===== config.mk =====
export PLATFORM = sky130hd
export DESIGN_NAME = cpri_readout_fsm
export DESIGN_NICKNAME = d
export VERILOG_FILES = /design/src/cpri_rx_pkg.sv /design/src/cpri_readout_fsm.sv
export SDC_FILE = /design/constraint.sdc
export NUM_CORES = 1
export LEC_CHECK = 0
export BUFFER_PORTS_ARGS = -buffer_cell sky130_fd_sc_hd__buf_2
export CAP_MARGIN = 0
export CORE_AREA = 2 2 39 41
export CTS_CLUSTER_DIAMETER = 150
export DETAILED_ROUTE_END_ITERATION = 8
export DIE_AREA = 0 0 41 43
export HOLD_SLACK_MARGIN = 0.06
export SYNTH_ARGS = -nofsm -noshare
export SYNTH_HDL_FRONTEND = slang
export SYNTH_SLANG_ARGS = --single-unit
export TNS_END_PERCENT = 30

===== constraint.sdc =====
create_clock -name i_clk -period 2 [get_ports i_clk]
set_input_delay 0.2 -clock i_clk [delete_from_list [all_inputs] [get_ports i_clk]]
set_output_delay 0.2 -clock i_clk [all_outputs]
set_load 0.1 [all_outputs]

===== src/cpri_rx_pkg.sv =====
// CPRI uplink symbol buffer shared types, constants and beat structs
package cpri_rx_pkg;

    // ----------------------------------------------------------
    // Sizing and slot filter constants
    // ----------------------------------------------------------

    // Sized for a full 3168-word symbol
    localparam int MAX_ADDR_W = 12;

    // Wide enough for a 96-word chip
    localparam int CHIP_IDX_W = 7;

    // Uplink slots are those with slot % 5 == 4
    localparam int UPLINK_PERIOD = 5;
    localparam int UPLINK_PHASE  = 4;

    // ----------------------------------------------------------
    // Field types
    // ----------------------------------------------------------
    typedef logic [63:0] cpri_word_t;
    typedef logic [6:0]  slot_idx_t;
    typedef logic [3:0]  symb_idx_t;
    typedef logic [31:0] agc_t;
    typedef logic        bank_t;

    typedef enum logic [1:0] {
        IDLE,
        STREAM,
        RELEASE
    } rd_state_e;

    // Write port of the symbol store
    typedef struct packed {
        logic                  wr_en;
        bank_t                 bank;
        logic [MAX_ADDR_W-1:0] addr;
        cpri_word_t            data;
    } wr_req_t;

    // One output beat
    typedef struct packed {
        cpri_word_t            data;
        logic [CHIP_IDX_W-1:0] chip_word;
        logic                  chip_last;
        logic                  symb_end;
    } tx_beat_t;

endpackage


===== src/cpri_readout_fsm.sv =====
// Readout FSM: streams full banks in acceptance order and releases them
module cpri_readout_fsm import cpri_rx_pkg::*; (
    input  logic       i_clk,
    input  logic       i_reset,
    input  logic       i_rd_en,
    input  logic [1:0] i_bank_full,
    input  logic       i_space,
    input  logic       i_symb_done,
    output logic       o_rd_en,
    output bank_t      o_rd_bank,
    output logic       o_release
);

    rd_state_e state;
    rd_state_e state_nxt;
    bank_t     next_bank;

    // ----------------------------------------------------------
    // Next-state logic
    // ----------------------------------------------------------
    always_comb begin
        state_nxt = state;
        case (state)
            IDLE: begin
                // Start only on the oldest stored symbol
                if (i_rd_en && i_bank_full[next_bank]) begin
                    state_nxt = STREAM;
                end
            end
            STREAM: begin
                if (o_rd_en && i_symb_done) begin
                    state_nxt = RELEASE;
                end
            end
            RELEASE: begin
                state_nxt = IDLE;
            end
            default: begin
                state_nxt = IDLE;
            end
        endcase
    end

    always_ff @(posedge i_clk) begin
        if (i_reset) begin
            state     <= IDLE;
            next_bank <= 1'b0;
        end else begin
            state <= state_nxt;
            if (state == RELEASE) begin
                next_bank <= ~next_bank;
            end
        end
    end

    // ----------------------------------------------------------
    // Outputs
    // ----------------------------------------------------------
    // One read per cycle with room downstream
    assign o_rd_en   = (state == STREAM) && i_space;
    assign o_rd_bank = next_bank;
    assign o_release = (state == RELEASE);

    // Reads only come from a bank holding a complete symbol
    a_rd_full_bank: assert property (@(posedge i_clk) disable iff (i_reset)
        o_rd_en |-> i_bank_full[o_rd_bank]);

endmodule


==> impl_metrics.ini <==
[cts]
cts_tree = yes
cts_buffers = 3
path_clk_slew_ps = 40
cts_hold_buf = 0
cts_buffer_depth = 2
h-tree-depth = 1
cts_sinks = 3
clkLatencyLatePin_ps = 230
post_cts_resized = 0
cts-root-buf = clkbuf_4
cts_setup_buffers = 0

[timing]
final-hold-violation-count = 0
skew_ps = 2.13
tightestPinTransition_ps = 483
max_slew_margin = 0.680
period_share = 0.717
tns_ps = 0
finalSetupViolations = 0
maxSlewViolCount = 0
max_freq_mhz = 697
fin_crit_ps = 1430
rsz0062_at_grt = no

[worst_setup_path]
rrSetupSlack_ps = 990
reg2reg_from = o_rd_bank
worstPathCellList = and3b_2 -> buf_2
crit_start = state[0]
cp_max_fo = 5
endpoint = o_rd_en
critPathSlowestCell = buf_2
r2r_cells = 3
end_kind = output port
path_buf_inv = 1
cp-start-kind = flop
cp_top_family = buffers and inverters
critPathMaxStageDelay_ps = 410
required_ps = 1800
critical_path_depth = 2
critPathKind = flop to output port
cp_data_arrival_time_ps = 1230
r2r_end = state[0]

[power_and_ir_drop]
p_sw_frac = 0.243
max-vdd-ir-drop_v = 0.000166
p_total_mw = 0.199
p_sw_mw = 0.0483
p_seq_frac = 0.327
p_leak_nw = 0.111
combPwrFrac = 0.156
intPower_mw = 0.151
clkPwrFrac = 0.516
power.density_mw_per_mm2 = 819

[finish]
final_cell_mix = buf_2, clkbuf_4, dfxtp_1
drive_gt1_frac = 0.692
finalNetCount = 34
n_fill_cell = 156
num_antenna_cells = 0
final_common_cell = buf_2
syn2layout_area_growth_pct = 60.3

[yosys]
synth.area.top_cells = dfxtp_1, mux2_4, a22oi_2, and2b_4, and3b_2
yosysTopAreaCell = dfxtp_1
synth_nets = 20
yosysUniqueCellTypes = 11
syn_area_per_cell_um2 = 11.6
synth_warnings = 0
syn-instance-count = 13
yosysTopAreaCellShare = 0.397
ys_ff_latch = 3
seq_area_frac_synth = 0.397
netlist_area_um2 = 151

[place]
gp_congestion = 0.497
portBuffers = 9

[global_route]
grt_pass1_vias = 126
grt_max_degree = 6
grt.overflow.total = 0
antenna_found_initial = 0
grt_util_all_layers = 0.0491
grt_pass1_wl_um = 462

[routing]
routed_wl_um = 297
post-route-drc-count = 0
routed-via-count = 137
drtAntennaViolNets = 0
vias_per_cell = 3.26
avgRoutedWirePerCell_um = 7.07
firstDrtPassIters = 2
drtIter0Drc = 3

[floorplan]
core_mm2 = 0.00138
initial_utilization = 0.109
fp.dieH_um = 43
dieArea_mm2 = 0.00176
ios = 10
chipWidth_um = 41
rows = 14

[worst_hold_path]
hp-class = input pin to flop
hold_start = i_reset

[status]
status = complete, no violations

[job]
cap_violations = 0
cells by family (layout without fill, tap and decap cells):
group,Yosys count,after routing,share of synthesized area
buf+inv,0,13,0
simple gates,7,7,0.364
flops,3,3,0.397
xor+xnor,1,1,0.0579
compound gates,1,1,0.0826
mux,1,1,0.0991
worst min-delay path by stage:
stage | end | slack [ps] | depth (start not counted)
2_1_floorplan | state[0] | 270 | 1
4_1_cts | o_rd_bank | 160 | 2
6_report | o_rd_bank | 170 | 2
3_5_place_dp | o_rd_bank | 410 | 2
3_3_place_gp | o_rd_bank | 410 | 2
5_1_grt | state[0] | 170 | 2
sequential cells by signal, summed over array words and instances (netlist names):
name and flops:
state 2, o_rd_bank 1
worst reg2reg max path, stage by stage (launching register included):
cell and delay, ps:
dfxtp_1 370, mux2_4 320, a22oi_2 160, nor3_2 50
final cells by class:
type	instances	area, um^2	area share
Tap cell	16	20.0	0.0825
Clock buffer	4	26.3	0.108
Sequential cell	3	60.1	0.247
Multi-Input combinational cell	10	91.3	0.376
Timing Repair Buffer	9	45.0	0.186
synthesized netlist by cell type:
| cell type | number |
|---|---|
| nor2_1 | 1 |
| dfxtp_1 | 3 |
| a22oi_2 | 1 |
| nand2_1 | 1 |
| nor2b_2 | 1 |
| and3b_2 | 1 |
| xnor2_1 | 1 |
| nor3_2 | 1 |
| and2b_4 | 1 |
| nor4b_1 | 1 |
| mux2_4 | 1 |
metal layers:
layer / part of all wire / vias up / GRT usage
met1: 0.36 / 61 / 0.0383
met4: 0 / 0 / 0.0800
met5: 0 / - / 0
met3: 0.12 / 0 / 0.0471
met2: 0.52 / 5 / 0.0500
li1: - / 71 / -
power by group through the flow:
stage          Sequential (mW)  Combinational, mW  Clock (mW)
2_1_floorplan           0.0679             0.0204           0
3_3_place_gp            0.0658             0.0314           0
3_5_place_dp            0.0659             0.0316           0
4_1_cts                 0.0650             0.0315       0.109
5_1_grt                 0.0653             0.0338       0.118
6_report                0.0651             0.0311       0.103
per-stage QoR:
step / worst slack (ps) / cell area (um^2) / utilization / hold slack (ps) / cells
6_report: 566 / 243 / 0.175 / 170 / 42
2_1_floorplan: 351 / 151 / - / 271 / 13
3_5_place_dp: 807 / 216 / 0.156 / 408 / 38
3_3_place_gp: 812 / 216 / 0.156 / 407 / 38
4_1_cts: 555 / 243 / 0.175 / 163 / 42
5_1_grt: 491 / 243 / 0.175 / 172 / 42
(Power assumes the default switching activity.)
