--- config.mk ---
export PLATFORM = sky130hd
export DESIGN_NAME = cpri_tx_stage
export DESIGN_NICKNAME = d
export VERILOG_FILES = /design/src/cpri_rx_pkg.sv /design/src/cpri_tx_stage.sv
export SDC_FILE = /design/constraint.sdc
export NUM_CORES = 1
export LEC_CHECK = 0
export BUFFER_PORTS_ARGS = -buffer_cell sky130_fd_sc_hd__buf_2
export CORE_MARGIN = 2
export CORE_UTILIZATION = 47
export DETAILED_ROUTE_END_ITERATION = 8
export GPL_ROUTABILITY_DRIVEN = 0
export GPL_TIMING_DRIVEN = 0
export HOLD_SLACK_MARGIN = 0.02
export PLACE_DENSITY = 0.75
export SYNTH_ARGS = -nofsm -noshare
export SYNTH_HDL_FRONTEND = slang
export SYNTH_SLANG_ARGS = --single-unit
--- constraint.sdc ---
create_clock -name i_clk -period 7 [get_ports i_clk]
set_clock_uncertainty 0.1 [all_clocks]
set_input_delay 2.1 -clock i_clk [delete_from_list [all_inputs] [get_ports i_clk]]
set_output_delay 2.1 -clock i_clk [all_outputs]
set_load 0.05 [all_outputs]
--- src/cpri_rx_pkg.sv ---
// CPRI uplink symbol buffer shared types, constants and beat structs
package cpri_rx_pkg;

    // ----------------------------------------------------------
    // Sizing and slot filter constants
    // ----------------------------------------------------------

    // Sized for a full 3168-word symbol
    localparam int MAX_ADDR_W = 12;

    // Wide enough for a 96-word chip
    localparam int CHIP_IDX_W = 7;

    // Uplink slots are those with slot % 5 == 4
    localparam int UPLINK_PERIOD = 5;
    localparam int UPLINK_PHASE  = 4;

    // ----------------------------------------------------------
    // Field types
    // ----------------------------------------------------------
    typedef logic [63:0] cpri_word_t;
    typedef logic [6:0]  slot_idx_t;
    typedef logic [3:0]  symb_idx_t;
    typedef logic [31:0] agc_t;
    typedef logic        bank_t;

    typedef enum logic [1:0] {
        IDLE,
        STREAM,
        RELEASE
    } rd_state_e;

    // Write port of the symbol store
    typedef struct packed {
        logic                  wr_en;
        bank_t                 bank;
        logic [MAX_ADDR_W-1:0] addr;
        cpri_word_t            data;
    } wr_req_t;

    // One output beat
    typedef struct packed {
        cpri_word_t            data;
        logic [CHIP_IDX_W-1:0] chip_word;
        logic                  chip_last;
        logic                  symb_end;
    } tx_beat_t;

endpackage

--- src/cpri_tx_stage.sv ---
// Output stage: two-entry skid buffer pairing each beat with its AGC word
module cpri_tx_stage import cpri_rx_pkg::*; (
    input  logic     i_clk,
    input  logic     i_reset,
    input  logic     i_push,
    input  tx_beat_t i_beat,
    input  agc_t     i_agc,
    input  logic     i_tx_ready,
    output logic     o_space,
    output logic     o_tx_valid,
    output tx_beat_t o_tx_beat,
    output agc_t     o_fft_agc
);

    tx_beat_t   beat_q [2];
    agc_t       agc_q [2];
    logic [1:0] count_q;
    logic       wr_ptr_q;
    logic       rd_ptr_q;
    logic       pop;

    assign pop = o_tx_valid && i_tx_ready;

    always_ff @(posedge i_clk) begin
        if (i_push) begin
            beat_q[wr_ptr_q] <= i_beat;
            agc_q[wr_ptr_q]  <= i_agc;
        end
    end

    always_ff @(posedge i_clk) begin
        if (i_reset) begin
            count_q  <= '0;
            wr_ptr_q <= 1'b0;
            rd_ptr_q <= 1'b0;
        end else begin
            count_q <= count_q + 2'(i_push) - 2'(pop);
            if (i_push) begin
                wr_ptr_q <= ~wr_ptr_q;
            end
            if (pop) begin
                rd_ptr_q <= ~rd_ptr_q;
            end
        end
    end

    // Leave a slot for the read already in flight
    assign o_space    = (count_q + 2'(i_push)) <= 2'd1;
    assign o_tx_valid = (count_q != 2'd0);
    assign o_tx_beat  = beat_q[rd_ptr_q];
    assign o_fft_agc  = agc_q[rd_ptr_q];

    a_stall_stable: assert property (@(posedge i_clk) disable iff (i_reset)
        o_tx_valid && !i_tx_ready |=> o_tx_valid && $stable(o_tx_beat) && $stable(o_fft_agc));

endmodule

==> flow_results.xml <==
<?xml version="1.0" encoding="UTF-8"?>
<metrics>
  <group name="floorplanning">
    <metric name="ios" unit="">216</metric>
    <metric name="die-height" unit="um">135</metric>
    <metric name="dieArea" unit="sq um">18200</metric>
    <metric name="initial_utilization" unit="">0.483</metric>
    <metric name="fp.coreArea" unit="sq um">16700</metric>
    <metric name="placementRows" unit="">47</metric>
    <metric name="die-width" unit="um">135</metric>
  </group>
  <group name="clocking">
    <metric name="post_cts.resized_instances" unit="">0</metric>
    <metric name="postCtsSetupBuffers" unit="">0</metric>
    <metric name="hold_buf_count_cts" unit="">0</metric>
    <metric name="worstSkewPairLatency" unit="ps">490</metric>
    <metric name="cts_made_buffers" unit="">22</metric>
    <metric name="cts_num_sinks" unit="">215</metric>
    <metric name="clockRootBuffer" unit="">sky130_fd_sc_hd__clkbuf_16</metric>
    <metric name="clock_tree_from_tritoncts" unit="">yes</metric>
    <metric name="cts.clk_slew.worst_paths" unit="ps">60</metric>
    <metric name="cts-htree-levels" unit="">1</metric>
    <metric name="max-clock-path-buffers" unit="">3</metric>
  </group>
  <group name="job">
    <metric name="cap_violations" unit="">0</metric>
  </group>
  <group name="layout">
    <metric name="layout.cells.most_common_list" unit="">sky130_fd_sc_hd__buf_2, sky130_fd_sc_hd__edfxtp_1, sky130_fd_sc_hd__mux2_2</metric>
    <metric name="final_util" unit="">0.613</metric>
    <metric name="drive_gt1_frac" unit="">0.610</metric>
    <metric name="final-instance-count-excl-fill" unit="">828</metric>
    <metric name="diodes" unit="">0</metric>
    <metric name="final.fill_count" unit="">1249</metric>
    <metric name="nets" unit="">704</metric>
    <metric name="layout_commonest_cell" unit="">sky130_fd_sc_hd__buf_2</metric>
    <metric name="layout-area-overhead-vs-synth" unit="%">26.9</metric>
  </group>
  <group name="logic_synthesis">
    <metric name="synth.mux.area_fraction" unit="">0.174</metric>
    <metric name="yosys_register_bits" unit="">215</metric>
    <metric name="synthesis.nets" unit="">461</metric>
    <metric name="synth-xor-area-share" unit="">0.00217</metric>
    <metric name="combinational_family_with_the_most_area_after_synthesis" unit="">multiplexers</metric>
    <metric name="synth_area" unit="sq um">8060</metric>
    <metric name="mapped_cells" unit="">350</metric>
    <metric name="synth-seq-area-share" unit="">0.795</metric>
    <metric name="synth_simple_gate_area_frac" unit="">0.00574</metric>
    <metric name="synth_warnings" unit="">0</metric>
    <metric name="avgSynthCellArea" unit="sq um">23.0</metric>
    <metric name="synth_compound_area_frac" unit="">0.000931</metric>
    <metric name="post_synthesis_adder_cell_area_fraction" unit="">0.00310</metric>
    <metric name="post_synth_cell_types" unit="">16</metric>
  </group>
  <group name="setup_path">
    <metric name="worst-path-max-fanout" unit="">4</metric>
    <metric name="setup.worst_path.start" unit="">i_push</metric>
    <metric name="timing.critical_path.from_type" unit="">input port</metric>
    <metric name="worst-endpoint-required" unit="ps">4800</metric>
    <metric name="worst-endpoint-arrival" unit="ps">2930</metric>
    <metric name="worstSetupPathType" unit="">in2out</metric>
    <metric name="regToRegStartpoint" unit="">wr_ptr_q</metric>
    <metric name="critical_path.endpoint_type" unit="">output pin</metric>
  </group>
  <group name="sta">
    <metric name="fin_setup_tns" unit="ps">0</metric>
    <metric name="drv_slew" unit="">0</metric>
    <metric name="final-hold-violation-count" unit="">0</metric>
    <metric name="relSlewSlack" unit="">0.496</metric>
    <metric name="final.hold.worst_slack" unit="ps">501</metric>
    <metric name="max_freq" unit="MHz">195</metric>
    <metric name="timing.final.crit_share" unit="">0.734</metric>
    <metric name="worstMarginPinSlew" unit="ps">756</metric>
    <metric name="rsz0062_at_grt" unit="">no</metric>
    <metric name="report.final.setup_viol" unit="">0</metric>
    <metric name="layout_min_cycle_time" unit="ps">5130</metric>
  </group>
  <group name="detailed_routing">
    <metric name="drt_pre_antenna_iters" unit="">4</metric>
    <metric name="detailroute.via_count" unit="">4035</metric>
    <metric name="drc" unit="">0</metric>
    <metric name="drt_iter0_markers" unit="">200</metric>
    <metric name="route.antenna.remaining_nets" unit="">0</metric>
    <metric name="drt-vias-per-instance" unit="">4.87</metric>
    <metric name="drt_wl_total" unit="mm">14.4</metric>
    <metric name="detail_route.wl_per_cell" unit="um">17.4</metric>
  </group>
  <group name="global_route">
    <metric name="grt_start_max_net_pins" unit="">55</metric>
    <metric name="grt_antenna_before_repair" unit="">0</metric>
    <metric name="grt_first_pass_wirelength" unit="mm">21.9</metric>
    <metric name="first_global_vias" unit="">4352</metric>
    <metric name="globalRouteTotalUtil" unit="">0.154</metric>
    <metric name="overflow" unit="">0</metric>
  </group>
  <group name="power">
    <metric name="switchingPower" unit="W">0.00130</metric>
    <metric name="power_frac_comb" unit="">0.318</metric>
    <metric name="sequential_power_share" unit="">0.390</metric>
    <metric name="p_leak" unit="nW">3.96</metric>
    <metric name="share_clk_of_total_power" unit="">0.292</metric>
    <metric name="power-per-cell-area" unit="nW/um^2">384</metric>
    <metric name="p_sw_frac" unit="">0.331</metric>
    <metric name="worst_case_vdd_ir_drop" unit="mV">0.314</metric>
    <metric name="p_int" unit="W">0.00263</metric>
  </group>
  <group name="place">
    <metric name="place.port_buffers" unit="">215</metric>
    <metric name="half_perimeter_wire_length_of_the_detailed_placement_result" unit="mm">9.92</metric>
    <metric name="place_inst" unit="">789</metric>
  </group>
  <group name="min_path">
    <metric name="min_path_type" unit="">reg2reg</metric>
    <metric name="worstHoldStart" unit="">wr_ptr_q</metric>
  </group>
  <group name="status">
    <metric name="result_of_the_run" unit="">finished, final reports clean</metric>
  </group>
</metrics>
-- synthesized netlist by cell type --
master / n / area share
sky130_fd_sc_hd__nor2_1: 4 / 0.0019
sky130_fd_sc_hd__buf_12: 5 / 0.012
sky130_fd_sc_hd__buf_2: 5 / 0.0031
sky130_fd_sc_hd__edfxtp_1: 210 / 0.78
sky130_fd_sc_hd__ha_1: 2 / 0.0031
sky130_fd_sc_hd__buf_8: 1 / 0.0019
sky130_fd_sc_hd__mux2_4: 50 / 0.093
sky130_fd_sc_hd__or2_2: 1 / 0.00078
sky130_fd_sc_hd__nor2b_1: 3 / 0.0023
sky130_fd_sc_hd__xnor2_1: 2 / 0.0022
sky130_fd_sc_hd__o21a_1: 1 / 0.00093
sky130_fd_sc_hd__buf_6: 1 / 0.0014
sky130_fd_sc_hd__mux2_2: 58 / 0.081
sky130_fd_sc_hd__inv_1: 1 / 0.00047
sky130_fd_sc_hd__dfxtp_1: 5 / 0.012
sky130_fd_sc_hd__and2_1: 1 / 0.00078
-- cell families after synthesis --
| family | count (synthesis) |
|---|---|
| AO/OA/AOI/OAI | 1 |
| XOR/XNOR | 2 |
| adder cells (fa/ha/maj) | 2 |
| buffers and inverters | 13 |
| flip-flops | 215 |
| multiplexers | 108 |
| AND/OR/NAND/NOR | 9 |
-- stage by stage --
step / cell area [sq um] / power, W / worst slack [ps]
finish: 10200 / 0.00393 / 1870
detailed placement: 9510 / 0.00282 / 1890
global route: 10200 / 0.00408 / 1810
floorplan: 8060 / 0.00257 / 1620
CTS: 10200 / 0.00397 / 1870
global placement: 9420 / 0.00281 / 233
-- sequential cells by signal, indices dropped and copies added, names as in the netlist, named ones only --
name,cells
agc_q,64
count_q,2
beat_q,146
rd_ptr_q,1
wr_ptr_q,1
-- layout make-up --
cell class | count | area [sq um] | share of cell area
repair buffers | 219 | 1160 | 0.114
plain buffers | 12 | 151 | 0.0148
clock inverters | 14 | 138 | 0.0135
flip-flops and latches | 215 | 6410 | 0.626
well taps | 220 | 275 | 0.0269
clock buffers | 25 | 583 | 0.0570
multi-input cells | 122 | 1510 | 0.148
inverters | 1 | 3.75 | 0.000367
-- final timing paths --
kind,to,slack (ps),cells past startpoint
worst max register to register,beat_q[1][54],5080,2
worst min-delay path,wr_ptr_q,500,2
worst min register to register,wr_ptr_q,500,2
worst max-delay path,o_space,1870,4
-- power groups by stage --
| stage | Sequential (W) | Clock (W) | Combinational (W) |
|---|---|---|---|
| after floorplan | 0.00156 | 0 | 0.00101 |
| after global placement | 0.00156 | 0 | 0.00124 |
| after detailed placement | 0.00156 | 0 | 0.00126 |
| after CTS | 0.00153 | 0.00117 | 0.00127 |
| after global routing | 0.00154 | 0.00124 | 0.00131 |
| final | 0.00153 | 0.00115 | 0.00125 |
-- metal layers --
metal  up-vias  track usage  part of all wire
li1       1877            -                 -
met1      1974        0.179              0.39
met2       164        0.275              0.50
met3        20       0.0514             0.095
met4         0       0.0405             0.015
met5         -            0                 0
-- critical path, cell delays in order --
cell                      delay (ps)
sky130_fd_sc_hd__buf_2           130
sky130_fd_sc_hd__ha_1            210
sky130_fd_sc_hd__xnor2_1         200
sky130_fd_sc_hd__buf_2           300
Power figures use the tool's default switching activity.
