===== src/cpri_rx_pkg.sv =====
// CPRI uplink symbol buffer shared types, constants and beat structs
package cpri_rx_pkg;

    // ----------------------------------------------------------
    // Sizing and slot filter constants
    // ----------------------------------------------------------

    // Sized for a full 3168-word symbol
    localparam int MAX_ADDR_W = 12;

    // Wide enough for a 96-word chip
    localparam int CHIP_IDX_W = 7;

    // Uplink slots are those with slot % 5 == 4
    localparam int UPLINK_PERIOD = 5;
    localparam int UPLINK_PHASE  = 4;

    // ----------------------------------------------------------
    // Field types
    // ----------------------------------------------------------
    typedef logic [63:0] cpri_word_t;
    typedef logic [6:0]  slot_idx_t;
    typedef logic [3:0]  symb_idx_t;
    typedef logic [31:0] agc_t;
    typedef logic        bank_t;

    typedef enum logic [1:0] {
        IDLE,
        STREAM,
        RELEASE
    } rd_state_e;

    // Write port of the symbol store
    typedef struct packed {
        logic                  wr_en;
        bank_t                 bank;
        logic [MAX_ADDR_W-1:0] addr;
        cpri_word_t            data;
    } wr_req_t;

    // One output beat
    typedef struct packed {
        cpri_word_t            data;
        logic [CHIP_IDX_W-1:0] chip_word;
        logic                  chip_last;
        logic                  symb_end;
    } tx_beat_t;

endpackage


===== src/cpri_chip_counter.sv =====
// Chip counter: read address and chip word index with chip and symbol end flags
module cpri_chip_counter import cpri_rx_pkg::*; #(
    parameter int SYMBOL_WORDS = 3168,
    parameter int CHIP_WORDS   = 96
) (
    input  logic                  i_clk,
    input  logic                  i_reset,
    input  logic                  i_step,
    output logic [MAX_ADDR_W-1:0] o_rd_addr,
    output logic [CHIP_IDX_W-1:0] o_chip_word,
    output logic                  o_chip_last,
    output logic                  o_symb_last
);

    localparam logic [MAX_ADDR_W-1:0] LAST_ADDR = MAX_ADDR_W'(SYMBOL_WORDS - 1);
    localparam logic [CHIP_IDX_W-1:0] LAST_CHIP = CHIP_IDX_W'(CHIP_WORDS - 1);

    logic [MAX_ADDR_W-1:0] rd_addr;
    logic [CHIP_IDX_W-1:0] chip_word;

    // Both counters step on every issued read
    always_ff @(posedge i_clk) begin
        if (i_reset) begin
            rd_addr   <= '0;
            chip_word <= '0;
        end else if (i_step) begin
            if (rd_addr == LAST_ADDR) begin
                rd_addr <= '0;
            end else begin
                rd_addr <= rd_addr + 1'b1;
            end
            if (chip_word == LAST_CHIP) begin
                chip_word <= '0;
            end else begin
                chip_word <= chip_word + 1'b1;
            end
        end
    end

    // Flags describe the word at the current address
    assign o_rd_addr   = rd_addr;
    assign o_chip_word = chip_word;
    assign o_chip_last = (chip_word == LAST_CHIP);
    assign o_symb_last = (rd_addr == LAST_ADDR);

    // Symbol length must be whole chips, so both wraps coincide
    a_whole_chips: assert property (@(posedge i_clk) disable iff (i_reset)
        o_symb_last |-> o_chip_last);

endmodule


===== config.mk =====
export PLATFORM = sky130hd
export DESIGN_NAME = cpri_chip_counter
export DESIGN_NICKNAME = d
export VERILOG_FILES = /design/src/cpri_rx_pkg.sv /design/src/cpri_chip_counter.sv
export SDC_FILE = /design/constraint.sdc
export NUM_CORES = 1
export LEC_CHECK = 0
export ABC_AREA = 1
export BUFFER_PORTS_ARGS = -buffer_cell sky130_fd_sc_hd__buf_4
export CAP_MARGIN = 10
export CORE_MARGIN = 1.5
export CORE_UTILIZATION = 40
export DETAILED_ROUTE_END_ITERATION = 16
export MAX_ROUTING_LAYER = met4
export PLACE_DENSITY = 0.62
export SLEW_MARGIN = 5
export SYNTH_ARGS = -nofsm -noshare
export SYNTH_HDL_FRONTEND = slang
export SYNTH_SLANG_ARGS = --single-unit

===== constraint.sdc =====
create_clock -name i_clk -period 1.2 [get_ports i_clk]
set_input_delay 0.24 -clock i_clk [delete_from_list [all_inputs] [get_ports i_clk]]
set_output_delay 0.24 -clock i_clk [all_outputs]
set_load 0.02 [all_outputs]

==> results of run 1 <==
worst reg2reg max path: stages (launching register included):
cell and delay (ns):
dfxtp_4 0.38, ha_4 0.15, buf_4 0.10, buf_6 0.10, nand3_4 0.07, nor2_4 0.13, nand4_1 0.12, nand2_1 0.08
inv_1 0.04, nor2_1 0.08
what timing repair did:
action | 4_1_cts | 5_1_grt
hold buffers | 0 | 0
setup endpoints to repair | 13 | 31
buffers inserted | 4 | 4
resized for setup | 29 | 38
pin swaps | 12 | 14
placed cells by master (no fill, tap or decap), drive strengths merged, types with 2 or more instances in the layout:
| master | instances |
|---|---|
| buf | 48 |
| nand2 | 34 |
| nor2 | 28 |
| inv | 19 |
| dfxtp | 19 |
| nand3 | 14 |
| a21oi | 6 |
| nor3 | 6 |
| nand4 | 4 |
| clkbuf | 4 |
| xor2 | 3 |
| ha | 2 |
where the power goes:
part           switching, W  leakage [nW]  internal, W
Clock              0.000203        0.0150     0.000130
Sequential        0.0000132         0.162     0.000637
Combinational     0.0000837         0.534    0.0000789
Total              0.000300         0.712     0.000846
state kept, by name, summed over array words and instances, names as in the netlist:
name	flops
o_rd_addr	12
o_chip_word	7
metrics by stage:
step                hold slack [ns]  util (%)  power [W]  setup slack (ns)
global route                 0.1361     73.97   0.001196           -0.4918
finish                       0.1562     73.97   0.001146           -0.4121
CTS                          0.1558     68.04   0.001131           -0.4107
global placement             0.4872     60.38  0.0007793           -0.1748
floorplan                    0.4662         -  0.0007268           -0.1982
detailed placement           0.4874     60.38  0.0007848           -0.2139
cell type report:
type | count | area, um^2 | share of cell area, %
Multi-Input combinational cell | 103 | 695.7 | 41.71
Timing Repair Buffer | 48 | 427.9 | 25.66
Sequential cell | 19 | 411.6 | 24.68
Inverter | 19 | 71.32 | 4.276
Tap cell | 28 | 35.03 | 2.101
Clock buffer | 4 | 26.28 | 1.575
cell families (layout without fill, tap and decap cells):
kind of cell,Yosys count,after routing,share of synthesized area (%)
muxes,1,1,1.030
DFF,19,19,39.12
AOI/OAI and AO/OA,8,8,4.376
xor gates and xnor gates,4,4,3.604
buffers and inverters,21,71,8.880
adders and majority gates,2,2,2.574
and+or+nand+nor,88,88,40.41
worst max path at each step:
stage | startpoint | end | slack, ns | depth (start not counted)
after CTS | o_rd_addr[6]$_SDFFE_PP0P_ | o_symb_last | -0.41 | 3
after floorplan | o_rd_addr[1]$_SDFFE_PP0P_ | o_symb_last | -0.20 | 5
after detailed placement | o_rd_addr[1]$_SDFFE_PP0P_ | o_symb_last | -0.21 | 6
after global routing | o_rd_addr[0]$_SDFFE_PP0P_ | o_symb_last | -0.49 | 6
final | o_rd_addr[0]$_SDFFE_PP0P_ | o_symb_last | -0.41 | 6
after global placement | o_rd_addr[1]$_SDFFE_PP0P_ | o_symb_last | -0.17 | 6
per-layer routing:
metal | global-route usage (%) | up-vias | share of wire, %
li1 | - | 557 | -
met4 | 5.556 | 0 | 0.30
met5 | - | - | 0
met1 | 34.09 | 524 | 47
met3 | 6.000 | 2 | 3.3
met2 | 35.00 | 22 | 50
==> results.yml, run 1 <==
yosys:
  synth_common_cells: "nand2_1, nor2_1, dfxtp_1, inv_1, nand3_1"
  synth.cell_area_um2: 972.2
  seq_area_frac_synth_pct: 39.12
  synth_top_cell_area_share_pct: 39.12
  synth_top_area_cell: "dfxtp_1"
  synth_nets: 148
  ys.flop_type: "dfxtp_1"
  synth_area_per_cell_um2: 6.798
  synth_most_common_cell: "nand2_1"
  synth_seq_cells: 19
  synth_edf_count: 0
  async_reset_ff_share_pct: 0
  ys_warn_count: 0
  synth_area_leaders: "dfxtp_1, nand2_1, nor2_1"
  ys_types: 23
  synthCells: 143
floorplanning:
  rows: 17
  die_y_um: 52.30
  dieArea_um2: 2735
  floorplan.initialDensity_pct: 43.12
  num_io_pins: 24
  core_area_um2: 2255
  die_w_um: 52.30
setup_path:
  rrSetupSlack_ns: -0.09
  slowest_delay_ns: 0.38
  path_max_fanout: 2
  critical_path_required_ns: 0.96
  crit_family: "flip-flops"
  critPathCaptureType: "primary output"
  reg2reg_to: "o_rd_addr[10]$_SDFFE_PP0P_"
  path_class: "reg -> out"
  rr_worst_depth: 9
  regToRegStartpoint: "o_rd_addr[0]$_SDFFE_PP0P_"
  arrival_ns: 1.37
  critical_path.cell_chain: "ha_4 -> nand2_4 -> nor2_4 -> nand2_2 -> nor4_4 -> buf_4"
  critPathBufInv: 1
  cp_slowest_cell: "dfxtp_4"
  startpoint_type: "flop"
sta:
  skew_ns: 0.0006959
  worst_slack_ns: -0.4121
  rsz0062_at_grt: "true"
  tightestPinTransition_ns: 0.2807
  fmax_ghz: 0.6203
  slew_viol_final: 0
  fin_crit_sh_pct: 134.3
  slew_headroom_pct: 81.26
  fin_tns_setup_ns: -0.9968
  post-route-min-period_ns: 1.612
  finalSetupViolCount: 9
  hold_viol: 0
power:
  p_per_area_nw_per_um2: 687.0
  leakage_nw: 0.7117
  max-vdd-ir-drop_mv: 0.6068
global_routing:
  gr-total-overflow: 0
  grt_max_degree: 11
  grt_pass1_wl_um: 4774
  antenna_found_initial: 0
  grt_pass1_vias: 1018
  track_usage_pct: 24.25
place:
  place_congestion: 0.8746
  hpwl_um: 1957
  placed_cells: 212
  placed_cell_area_um2: 1361
  port_buffers: 23
clock_tree:
  cts_buffers: 3
  cts_sinks: 19
  htree_levels: 1
  path_clk_slew_ns: 0.11
  clk_latency_ns: 0.30
  cts_tree: "built"
  cts_buffer_depth: 2
  clock-root-buffer: "clkbuf_4"
layout:
  layout-drive-gt1-share_pct: 53.37
  final_nets: 199
  area_growth_pct: 71.56
  layoutNonFillerInstCount: 221
  design_area_um2: 1668
  antenna_cells: 0
  nFillCells: 188
min_path:
  min_path_type: "in -> reg"
  hp-start: "i_reset"
  hold_end: "o_chip_word[1]$_SDFFE_PP0P_"
  holdPathStages: 2
run_status:
  violations: "setup timing"
  outcome: "finished with violations"
job:
  cap_violations: 0
route:
  routedWlPerCell_um: 13.59
  drt_iter0_markers: 17
  wl_um: 3003
  viasPerCell: 5.000
  firstDrtPassIters: 4
  drc: 0
  drtAntennaViolNets: 0
  vias: 1105
Power figures use the tool's default switching activity.
==> run 2, diff against run 1 <==
--- a/config.mk
+++ b/config.mk
@@ -13,6 +13,7 @@
 export DETAILED_ROUTE_END_ITERATION = 16
 export MAX_ROUTING_LAYER = met4
 export PLACE_DENSITY = 0.62
+export SKIP_CTS_REPAIR_TIMING = 1
 export SLEW_MARGIN = 5
 export SYNTH_ARGS = -nofsm -noshare
 export SYNTH_HDL_FRONTEND = slang
==> run 2 against run 1 <==
The flow still finishes with violations (setup timing); maximum frequency rose by 0.21%; global-route usage fell by 3.2 points; design area fell by 0.22%; combinational power barely moved; sequential cell count did not move; core utilization fell by 0.17 points; non-clock buffer count fell by 2; power fell by 0.40%; clock skew rose by 0.0010 ns; sequential share of layout area fell by 0.095 points; critical path depth did not move; wire length fell by 1.3%; largest cell class unchanged; largest power group unchanged; highest routed layer unchanged.
==> results.yml, run 2 (synthesis results as in run 1) <==
clock_tree:
  clock-root-buffer: "clkbuf_4"
  cts_sinks: 19
  cts_tree: "built"
  path_clk_slew_ns: 0.11
  cts_buffer_depth: 2
  cts_buffers: 3
  clk_latency_ns: 0.30
  htree_levels: 1
route:
  routedWlPerCell_um: 13.54
  drtAntennaViolNets: 0
  drc: 0
  drt_iter0_markers: 14
  vias: 1088
  viasPerCell: 4.968
  firstDrtPassIters: 4
  wl_um: 2965
layout:
  area_growth_pct: 71.17
  final_util_pct: 73.81
  largest_reg_flops: 12
  mostFrequentLayoutCell: "buf_4"
  final_nets: 197
  layout-drive-gt1-share_pct: 53.93
  layout_common_cells: "buf_4, nand2_1, nor2_1"
  antenna_cells: 0
global_routing:
  grt_pass1_vias: 903
  gr-total-overflow: 0
  track_usage_pct: 21.07
  antenna_found_initial: 0
  grt_max_degree: 11
  grt_pass1_wl_um: 4153
sta:
  worst_slack_ns: -0.4088
  slew_headroom_pct: 80.34
  hold_viol: 0
  rsz0062_at_grt: "true"
  fin_crit_sh_pct: 134.1
  fin_tns_setup_ns: -1.024
  tightestPinTransition_ns: 0.2945
  slew_viol_final: 0
  skew_ns: 0.001727
  fmax_ghz: 0.6216
  finalSetupViolCount: 9
  post-route-min-period_ns: 1.609
floorplanning:
  floorplan.initialDensity_pct: 43.12
  die_w_um: 52.30
  num_io_pins: 24
  core_area_um2: 2255
  rows: 17
  dieArea_um2: 2735
  die_y_um: 52.30
setup_path:
  startpoint_type: "flop"
  critical_path_required_ns: 0.96
  path_max_fanout: 2
  path_class: "reg -> out"
  critPathCaptureType: "primary output"
  arrival_ns: 1.37
place:
  place_congestion: 0.8746
  port_buffers: 23
  hpwl_um: 1957
power:
  leakage_nw: 0.7133
  p_per_area_nw_per_um2: 685.8
  max-vdd-ir-drop_mv: 0.6297
run_status:
  violations: "setup timing"
  outcome: "finished with violations"
min_path:
  min_path_type: "in -> reg"
job:
  cap_violations: 0
-- run 2: cell types whose count changed in the layout (fill, tap and decap cells not counted), sizes merged --
cell,delta
buf,-2
-- run 2: metal layers --
metal	global-route usage, %	vias up	part of all wire [%]
li1	-	560	-
met1	31.46	501	47
met2	28.13	25	49
met3	6.000	2	4.5
met4	3.846	0	0.30
met5	-	-	0
-- run 2: final timing paths --
| path | start | endpoint | slack (ns) | cells after the start |
|---|---|---|---|---|
| max | o_rd_addr[0]$_SDFFE_PP0P_ | o_symb_last | -0.41 | 6 |
| min | i_reset | o_chip_word[1]$_SDFFE_PP0P_ | 0.15 | 2 |
| min reg2reg | o_rd_addr[7]$_SDFFE_PP0P_ | o_rd_addr[7]$_SDFFE_PP0P_ | 0.56 | 4 |
| max reg2reg | o_rd_addr[0]$_SDFFE_PP0P_ | o_rd_addr[8]$_SDFFE_PP0P_ | -0.11 | 8 |
-- run 2: power by group --
| group | switching (W) | internal [W] |
|---|---|---|
| Combinational | 0.0000833 | 0.0000769 |
| Sequential | 0.0000133 | 0.000640 |
| Clock | 0.000199 | 0.000130 |
| Total | 0.000295 | 0.000846 |
-- run 2: through the flow --
step	setup slack, ns	hold slack, ns	total power, W	cells	cell area, um^2
after detailed placement	-0.2139	0.4874	0.0007848	212	1361
after global routing	-0.5028	0.1358	0.001195	219	1664
final	-0.4088	0.1544	0.001141	219	1664
after floorplan	-0.1982	0.4662	0.0007268	143	1018
after CTS	-0.5722	0.1558	0.001112	216	1388
after global placement	-0.1748	0.4872	0.0007793	212	1361
-- run 2: critical path: stages, from the launching register on --
cell	delay, ns
dfxtp_4	0.38
ha_4	0.15
nand2_4	0.05
nor2_4	0.10
nand2_2	0.08
nor4_4	0.14
buf_4	0.18
-- run 2: layout make-up --
type / instances / area (um^2)
multi-input cells: 103 / 713.2
fillers: 185 / 590.6
flip-flops and latches: 19 / 409.1
repair buffers: 46 / 409.1
inverters: 19 / 71.32
well taps: 28 / 35.03
clock buffers: 4 / 26.28
