--- src/cpri_rx_pkg.sv ---
// CPRI uplink symbol buffer shared types, constants and beat structs
package cpri_rx_pkg;

    // ----------------------------------------------------------
    // Sizing and slot filter constants
    // ----------------------------------------------------------

    // Sized for a full 3168-word symbol
    localparam int MAX_ADDR_W = 12;

    // Wide enough for a 96-word chip
    localparam int CHIP_IDX_W = 7;

    // Uplink slots are those with slot % 5 == 4
    localparam int UPLINK_PERIOD = 5;
    localparam int UPLINK_PHASE  = 4;

    // ----------------------------------------------------------
    // Field types
    // ----------------------------------------------------------
    typedef logic [63:0] cpri_word_t;
    typedef logic [6:0]  slot_idx_t;
    typedef logic [3:0]  symb_idx_t;
    typedef logic [31:0] agc_t;
    typedef logic        bank_t;

    typedef enum logic [1:0] {
        IDLE,
        STREAM,
        RELEASE
    } rd_state_e;

    // Write port of the symbol store
    typedef struct packed {
        logic                  wr_en;
        bank_t                 bank;
        logic [MAX_ADDR_W-1:0] addr;
        cpri_word_t            data;
    } wr_req_t;

    // One output beat
    typedef struct packed {
        cpri_word_t            data;
        logic [CHIP_IDX_W-1:0] chip_word;
        logic                  chip_last;
        logic                  symb_end;
    } tx_beat_t;

endpackage

--- src/cpri_symbol_writer.sv ---
// Symbol writer: parses headers, keeps uplink slots and writes them into a free bank
module cpri_symbol_writer import cpri_rx_pkg::*; #(
    parameter int SYMBOL_WORDS = 3168
) (
    input  logic       i_clk,
    input  logic       i_reset,
    input  logic       i_rx_valid,
    input  cpri_word_t i_rx_data,
    input  logic [1:0] i_bank_free,
    output wr_req_t    o_wr_req
);

    localparam logic [MAX_ADDR_W-1:0] LAST_WORD = MAX_ADDR_W'(SYMBOL_WORDS - 1);

    logic [MAX_ADDR_W-1:0] word_cnt;
    logic                  is_header;
    slot_idx_t             slot_idx;
    logic                  uplink_slot;
    bank_t                 target_bank;
    logic                  hdr_accept;
    logic                  accepting;
    bank_t                 last_bank;

    logic                  wr_en_q;
    bank_t                 wr_bank_q;
    logic [MAX_ADDR_W-1:0] wr_addr_q;
    cpri_word_t            wr_data_q;

    // ----------------------------------------------------------
    // Header detection and acceptance
    // ----------------------------------------------------------
    assign is_header   = i_rx_valid && (word_cnt == '0);
    assign slot_idx    = i_rx_data[18:12];
    assign uplink_slot = (int'(slot_idx) % UPLINK_PERIOD) == UPLINK_PHASE;

    // Banks are claimed in alternating order
    assign target_bank = ~last_bank;
    assign hdr_accept  = is_header && uplink_slot && i_bank_free[target_bank];

    always_ff @(posedge i_clk) begin
        if (i_reset) begin
            word_cnt  <= '0;
            accepting <= 1'b0;
            // First claim after reset goes to bank 0
            last_bank <= 1'b1;
        end else if (i_rx_valid) begin
            if (word_cnt == LAST_WORD) begin
                word_cnt <= '0;
            end else begin
                word_cnt <= word_cnt + 1'b1;
            end
            if (is_header) begin
                accepting <= hdr_accept;
                if (hdr_accept) begin
                    last_bank <= target_bank;
                end
            end
        end
    end

    // ----------------------------------------------------------
    // Write request register
    // ----------------------------------------------------------
    always_ff @(posedge i_clk) begin
        if (i_reset) begin
            wr_en_q <= 1'b0;
        end else begin
            wr_en_q <= i_rx_valid && (is_header ? hdr_accept : accepting);
        end
    end

    always_ff @(posedge i_clk) begin
        wr_bank_q <= is_header ? target_bank : last_bank;
        wr_addr_q <= word_cnt;
        wr_data_q <= i_rx_data;
    end

    assign o_wr_req = '{wr_en: wr_en_q, bank: wr_bank_q, addr: wr_addr_q, data: wr_data_q};

    // Header write goes to a bank that was free at the header
    a_write_free_bank: assert property (@(posedge i_clk) disable iff (i_reset)
        o_wr_req.wr_en && (o_wr_req.addr == '0) |->
            |($past(i_bank_free) & (2'b01 << o_wr_req.bank)));

endmodule

--- config.mk ---
export PLATFORM = sky130hd
export DESIGN_NAME = cpri_symbol_writer
export DESIGN_NICKNAME = d
export VERILOG_FILES = /design/src/cpri_rx_pkg.sv /design/src/cpri_symbol_writer.sv
export SDC_FILE = /design/constraint.sdc
export NUM_CORES = 1
export LEC_CHECK = 0
export BUFFER_PORTS_ARGS = -buffer_cell sky130_fd_sc_hd__clkbuf_2
export CAP_MARGIN = 20
export CORE_MARGIN = 2
export CORE_UTILIZATION = 35
export DETAILED_ROUTE_END_ITERATION = 12
export SLEW_MARGIN = 5
export SYNTH_ARGS = -nofsm -noshare
export SYNTH_HDL_FRONTEND = slang
export SYNTH_SLANG_ARGS = --single-unit
--- constraint.sdc ---
create_clock -name i_clk -period 4.3 [get_ports i_clk]
set_clock_uncertainty 0.1 [all_clocks]
set_input_delay 0.215 -clock i_clk [delete_from_list [all_inputs] [get_ports i_clk]]
set_output_delay 0.215 -clock i_clk [all_outputs]
set_load 0.01 [all_outputs]
==> flow_metrics.env, run 1 <==
export IMPL_sw_frac_of_total_pct=28.3
export IMPL_netlist_area_um2=3590
export IMPL_synth_nets=419
export IMPL_via_count=3416
export IMPL_yosysSeqAreaShare_pct=51.2
export IMPL_ant_nets=0
export IMPL_cts_buffers=9
export IMPL_dp_hpwl_mm=7.57
export IMPL_clockRootBuffer="clkbuf_8"
export IMPL_cts_htree_levels=3
export IMPL_setup_ws_ps=334
export IMPL_insertion_delay_ps=360
export IMPL_die_h_um=105
export IMPL_core_um2=9860
export IMPL_hold_viol_final=0
export IMPL_startpoint="i_rx_data[17]"
export IMPL_end_kind="register"
export IMPL_die_w_um=105
export IMPL_vdd_ir_drop_max_mv=0.280
export IMPL_rr_worst_depth=6
export IMPL_synth_edf_count=0
export IMPL_finalPower_w=0.00202
export IMPL_drive_gt1_share_pct=37.2
export IMPL_synthesis_instances=343
export IMPL_yosysUniqueCellTypes=75
export IMPL_crit_path_start_kind="primary input"
export IMPL_cp_max_fo=5
export IMPL_first_pass_iters=4
export IMPL_initial_utilization_pct=36.4
export IMPL_rr_endpoint="accepting$_SDFFE_PP0P_"
export IMPL_clock_fmax_mhz=252
export IMPL_io_buffers=146
export IMPL_antenna_cells=0
export IMPL_io_pin_count=147
export IMPL_synth_ff_type="dfxtp_1"
export IMPL_r2r_start="word_cnt[5]$_SDFFE_PP0P_"
export IMPL_power_frac_clock_pct=32.3
export IMPL_place_congestion=0.872
export IMPL_synth_top_area_share_pct=51.2
export IMPL_grt_max_degree=25
export IMPL_power_leakage_nw=2.50
export IMPL_cts_tree="yes"
export IMPL_pwr_share_seq_pct=44.7
export IMPL_p_int_w=0.00145
export IMPL_cts_sinks=92
export IMPL_worstPathArrival_ps=4160
export IMPL_grt_setup_unrepaired="no"
export IMPL_final_util_pct=55.3
export IMPL_ys_async_sr_fraction_pct=0
export IMPL_setup_viol=0
export IMPL_grt_pass1_vias=3572
export IMPL_required_ps=4500
export IMPL_worstHoldPathCells=1
export IMPL_antenna_found_initial=0
export IMPL_worstSetupPathType="in2reg"
export IMPL_syn_to_final_growth_pct=51.6
export IMPL_power_density_nw_per_um2=370
export IMPL_avgSynthCellArea_um2=10.5
export IMPL_grt_pass1_wl_mm=17.5
export IMPL_ys_ff_latch=92
export IMPL_drc_errors=0
export IMPL_r2r_setup_slack_ps=1880
export IMPL_routed_wirelength_mm=10.8
export IMPL_cts_buffer_depth=2
export IMPL_period_needed_ps=3970
export IMPL_finalCritPeriodShare_pct=92.2
export IMPL_synth_top_area_cell="dfxtp_1"
export IMPL_grt_ovfl_total=0
export IMPL_slew_headroom_pct=52.6
export IMPL_power_switching_w=0.000571
export IMPL_rows=36
export IMPL_nets=646
export IMPL_dp_slack_ps=-109
export IMPL_yosysWarnings=0
export IMPL_worstHoldPathType="in2reg"
export IMPL_worstMarginPinSlew_ps=693
export IMPL_combPwrFrac_pct=23.0
export IMPL_status="finished clean"
export IMPL_slew_violations=0
export IMPL_wl_per_cell_um=15.3
export IMPL_cap_viol_max_count=0
export IMPL_groute_usage_overall_pct=19.8
export IMPL_clk_pin_slew_ps=100
export IMPL_crit_end="last_bank$_SDFFE_PP1P_"
export IMPL_drt_iter0_markers=168
export IMPL_synthTopCellsByArea="dfxtp_1, nor2_1, xor2_1"
export IMPL_via_per_inst=4.82
export IMPL_fp_dieArea_um2=11100
-- synth_stat cells, types with 4 or more instances --
library cell	n
nand2b_1	7
inv_1	16
o21ai_0	7
xnor2_1	9
nand2_1	19
buf_2	8
a211oi_1	4
xor2_1	11
a21oi_1	10
mux2i_1	4
nand3b_1	4
ha_1	7
nor2_1	30
and3_1	6
dfxtp_1	92
nor3_1	5
nand3_1	10
nor2b_1	7
-- kinds of logic (layout without fill, tap and decap cells) --
logic type,after synthesis,count (layout),synth area share (%)
compound gates,74,74,18.1
fa+ha+maj,7,7,2.44
xor+xnor,20,20,4.87
buf+inv,30,262,3.72
mux,7,7,2.16
flops,92,92,51.2
simple gates,113,113,17.4
-- worst min path at each step --
| stage | from | end | slack, ps |
|---|---|---|---|
| floorplan | i_rx_data[0] | wr_data_q[0]$_DFF_P_ | 140 |
| global placement | i_rx_data[45] | wr_data_q[45]$_DFF_P_ | 220 |
| detailed placement | i_rx_data[40] | wr_data_q[40]$_DFF_P_ | 220 |
| CTS | i_rx_data[13] | wr_data_q[13]$_DFF_P_ | 3 |
| global route | i_rx_data[13] | wr_data_q[13]$_DFF_P_ | 20 |
| finish | i_rx_data[13] | wr_data_q[13]$_DFF_P_ | 10 |
-- cell type report --
class | count | area [um2]
fillers | 835 | 4410
flip-flops and latches | 92 | 1840
multi-input cells | 221 | 1650
repair buffers | 230 | 1510
well taps | 133 | 166
clock buffers | 10 | 128
clock inverters | 6 | 93.8
inverters | 16 | 60.1
-- layout by cell type (no fill, tap or decap), types with 4 or more instances in the layout --
cell and n:
nand3_1 10, mux2i_1 4, dlygate4sd3_1 58, a21oi_1 10, nor2b_1 7, ha_1 6, clkbuf_2 146, a211oi_1 4
o21ai_0 7, nand3b_1 4, nor2_1 29, nand2b_1 7, inv_1 16, dfxtp_1 92, buf_4 26, nand2_1 19
nor3_1 5, clkbuf_8 9, xor2_1 11, xnor2_1 7, and3_1 6
-- worst max-delay path, cell delays in order --
cell and delay (ps):
clkbuf_2 100, nor2_2 130, inv_1 90, ha_4 290, o21ba_2 170, a211o_1 300
a21oi_2 160, nand3b_1 200, xnor2_2 140, ha_1 190, inv_1 60, o31ai_2 290
a211oi_2 80, o21a_4 150, xnor2_2 160, inv_1 90, ha_1 200, o21ai_0 110
nor2_1 80, or3_1 310, o31ai_1 70, and4_1 250, o211a_1 180, mux2i_1 160
-- power groups by stage --
| stage | sequential, W | combinational [W] | clock (W) |
|---|---|---|---|
| 6_report | 0.000902 | 0.000464 | 0.000652 |
| 5_1_grt | 0.000906 | 0.000502 | 0.000705 |
| 4_1_cts | 0.000901 | 0.000456 | 0.000668 |
| 3_5_place_dp | 0.000921 | 0.000412 | 0 |
| 3_3_place_gp | 0.000920 | 0.000412 | 0 |
| 2_1_floorplan | 0.000938 | 0.000235 | 0 |
-- sequential cells by signal, indices dropped and copies added, names as in the netlist --
register and cells:
accepting 1, last_bank 1, word_cnt 12, wr_addr_q 12, wr_bank_q 1, wr_data_q 64
wr_en_q 1
-- metrics by stage --
step / TNS (ps) / cells / instance area (um2) / hold WS, ps
2_1_floorplan: 0 / 343 / 3630 / 143
3_3_place_gp: 0 / 633 / 4640 / 217
3_5_place_dp: -210 / 633 / 4640 / 219
4_1_cts: 0 / 707 / 5440 / 2.61
5_1_grt: 0 / 708 / 5450 / 16.3
6_report: 0 / 708 / 5450 / 14.8
-- routing by layer --
metal  global-route usage [%]  up-vias  share of wire [%]
met4                     6.86        0                1.5
met3                     5.88       12                7.3
met1                     22.0     1610                 40
met2                     35.8      121                 51
met5                        0        -                  0
li1                         -     1673                  -
-- timing repair --
item,CTS,global route
endpoints found under the hold margin,59,0
hold buffers,58,0
setup endpoints to repair,0,1
resized for setup,0,1
buffers inserted,0,1
(Power assumes the default switching activity.)
==> run 2, diff against run 1 <==
CORE_UTILIZATION = 39   (was 35)
PLACE_DENSITY = 0.69   (was not set)
==> run 2 against run 1 <==
Net effect:
- die area is 9.9% lower
- critical path depth stayed put
- core utilization is 3.6 points higher
- clock power is 3.7% lower
- final cell count is 4.1% lower
==> flow_metrics.env, run 2 (synthesis gave the netlist of run 1 again) <==
export IMPL_grt_pass1_wl_mm=16.4
export IMPL_cts_sinks=92
export IMPL_setup_ws_ps=266
export IMPL_seq_area_um2=1840
export IMPL_grt_pass1_vias=3503
export IMPL_clock_fmax_mhz=248
export IMPL_clockRootBuffer="clkbuf_8"
export IMPL_cp_cell_sequence="clkbuf_2 -> nor2_1 -> inv_1 -> ha_4 -> o21ba_2 -> a211o_1 -> a21oi_2 -> nand3b_1 -> xnor2_2 -> ha_1 -> inv_1 -> o31ai_2 -> a211oi_2 -> o21a_4 -> xnor2_2 -> inv_1 -> ha_1 -> o21ai_0 -> nor2_1 -> or3_1 -> o31ai_1 -> and4_1 -> o211a_1 -> mux2i_1"
export IMPL_power_switching_w=0.000541
export IMPL_hold_slack_ps=17.9
export IMPL_finalPower_w=0.00198
export IMPL_groute_usage_overall_pct=20.7
export IMPL_core_um2=9110
export IMPL_slew_violations=0
export IMPL_first_pass_iters=4
export IMPL_cp_buffers_inverters=4
export IMPL_status="finished clean"
export IMPL_routed_wirelength_mm=10.5
export IMPL_insertion_delay_ps=340
export IMPL_cp_max_fo=6
export IMPL_nets=639
export IMPL_crit_path_start_kind="primary input"
export IMPL_fp_dieArea_um2=10000
export IMPL_period_needed_ps=4030
export IMPL_grt_setup_unrepaired="no"
export IMPL_mostFrequentLayoutCells="clkbuf_2, dfxtp_1, dlygate4sd3_1, nor2_1, buf_4"
export IMPL_combPwrFrac_pct=22.5
export IMPL_power_density_nw_per_um2=368
export IMPL_dpl_cell_area_um2=4570
export IMPL_cpPeakStageDelay_ps=310
export IMPL_fill_cells=734
export IMPL_final_common_cell="clkbuf_2"
export IMPL_power_leakage_nw=2.47
export IMPL_hold_viol_final=0
export IMPL_setup_viol=0
export IMPL_io_buffers=146
export IMPL_grt_ovfl_total=0
export IMPL_cts_buffers=9
export IMPL_slew_headroom_pct=53.0
export IMPL_clk_pin_slew_ps=90
export IMPL_via_per_inst=5.09
export IMPL_stdcell_area_um2=5370
export IMPL_syn_to_final_growth_pct=49.3
export IMPL_dp_slack_ps=-50.8
export IMPL_rr_worst_depth=6
export IMPL_pwr_share_seq_pct=45.7
export IMPL_worstSetupPathType="in2reg"
export IMPL_drt_iter0_markers=78
export IMPL_antenna_found_initial=0
export IMPL_cap_viol_max_count=0
export IMPL_die_w_um=100
export IMPL_cts_resized=0
export IMPL_io_pin_count=147
export IMPL_final_util_pct=58.9
export IMPL_finalCritPeriodShare_pct=93.8
export IMPL_worstHoldPathType="in2reg"
export IMPL_drc_errors=0
export IMPL_cp_top_family="compound AO/OA/AOI/OAI gates"
export IMPL_crit_cells=24
export IMPL_die_h_um=100
export IMPL_via_count=3453
export IMPL_drive_gt1_share_pct=36.4
export IMPL_dp_hpwl_mm=7.28
export IMPL_multiInputGateArea_um2=1650
export IMPL_required_ps=4470
export IMPL_largestRegisters="wr_data_q (64), word_cnt (12), wr_addr_q (12)"
export IMPL_ant_nets=0
export IMPL_worstHoldPathCells=1
export IMPL_antenna_cells=0
export IMPL_place_congestion=0.944
export IMPL_worstPathArrival_ps=4210
export IMPL_sw_frac_of_total_pct=27.4
export IMPL_regMostFlops="wr_data_q"
export IMPL_cts_buffer_depth=2
export IMPL_cts_htree_levels=3
export IMPL_worstMarginPinSlew_ps=699
export IMPL_p_int_w=0.00143
export IMPL_end_kind="register"
export IMPL_wl_per_cell_um=15.5
export IMPL_rows=35
export IMPL_vdd_ir_drop_max_mv=0.375
export IMPL_path_common_cell="inv_1"
export IMPL_worst_path_max_delay_cell="or3_1"
export IMPL_power_frac_clock_pct=31.8
export IMPL_cts_tree="yes"
export IMPL_initial_utilization_pct=39.5
export IMPL_largest_reg_flops=64
export IMPL_grt_max_degree=25
[run 2: cell types whose count changed in the layout (fill, tap and decap cells not counted), sizes merged]
| cell | previous run | this run |
|---|---|---|
| buf | 26 | 20 |
| dlygate4sd3 | 58 | 57 |
[run 2: worst paths after layout]
path,startpoint,end,slack (ps)
min reg2reg,word_cnt[11]$_SDFFE_PP0P_,wr_addr_q[11]$_DFF_P_,300
min,i_rx_data[12],wr_data_q[12]$_DFF_P_,20
max reg2reg,word_cnt[5]$_SDFFE_PP0P_,accepting$_SDFFE_PP0P_,1830
max,i_rx_data[17],last_bank$_SDFFE_PP1P_,270
[run 2: power groups by stage]
stage	combinational, W	sequential [W]	clock, W
after global placement	0.000392	0.000921	0
after global routing	0.000481	0.000906	0.000671
after CTS	0.000439	0.000902	0.000635
final	0.000445	0.000903	0.000628
after detailed placement	0.000396	0.000922	0
after floorplan	0.000235	0.000938	0
[run 2: what timing repair did]
action	in CTS	in global routing
setup buffers	0	0
hold buffers	57	0
endpoints found under the hold margin	57	0
[run 2: cell type report]
class,count,share of cell area [%]
Clock buffer,10,2.38
Sequential cell,92,34.3
Tap cell,111,2.59
Clock inverter,6,1.75
Multi-Input combinational cell,221,30.8
Inverter,16,1.12
Timing Repair Buffer,223,27.1
[run 2: metrics by stage]
| stage | std cells | setup TNS (ps) |
|---|---|---|
| final | 679 | 0 |
| after global routing | 679 | 0 |
| after CTS | 679 | 0 |
| after detailed placement | 606 | -50.8 |
| after global placement | 606 | 0 |
| after floorplan | 343 | 0 |
[run 2: worst register-to-register path, stage by stage, from the launching register on]
cell and delay (ps):
dfxtp_1 380, nor4_1 660, nand3_1 160, or4_1 590
a2111oi_4 220, o221ai_2 150, a21oi_1 160
[run 2: metal layers]
metal  share of wire [%]  vias to the layer above  GRT usage [%]
met5                   0                        -              0
met4                 3.0                        0           8.11
met3                 6.6                       27           6.27
met2                  53                      139           38.5
met1                  38                     1629           21.7
li1                    -                     1658              -
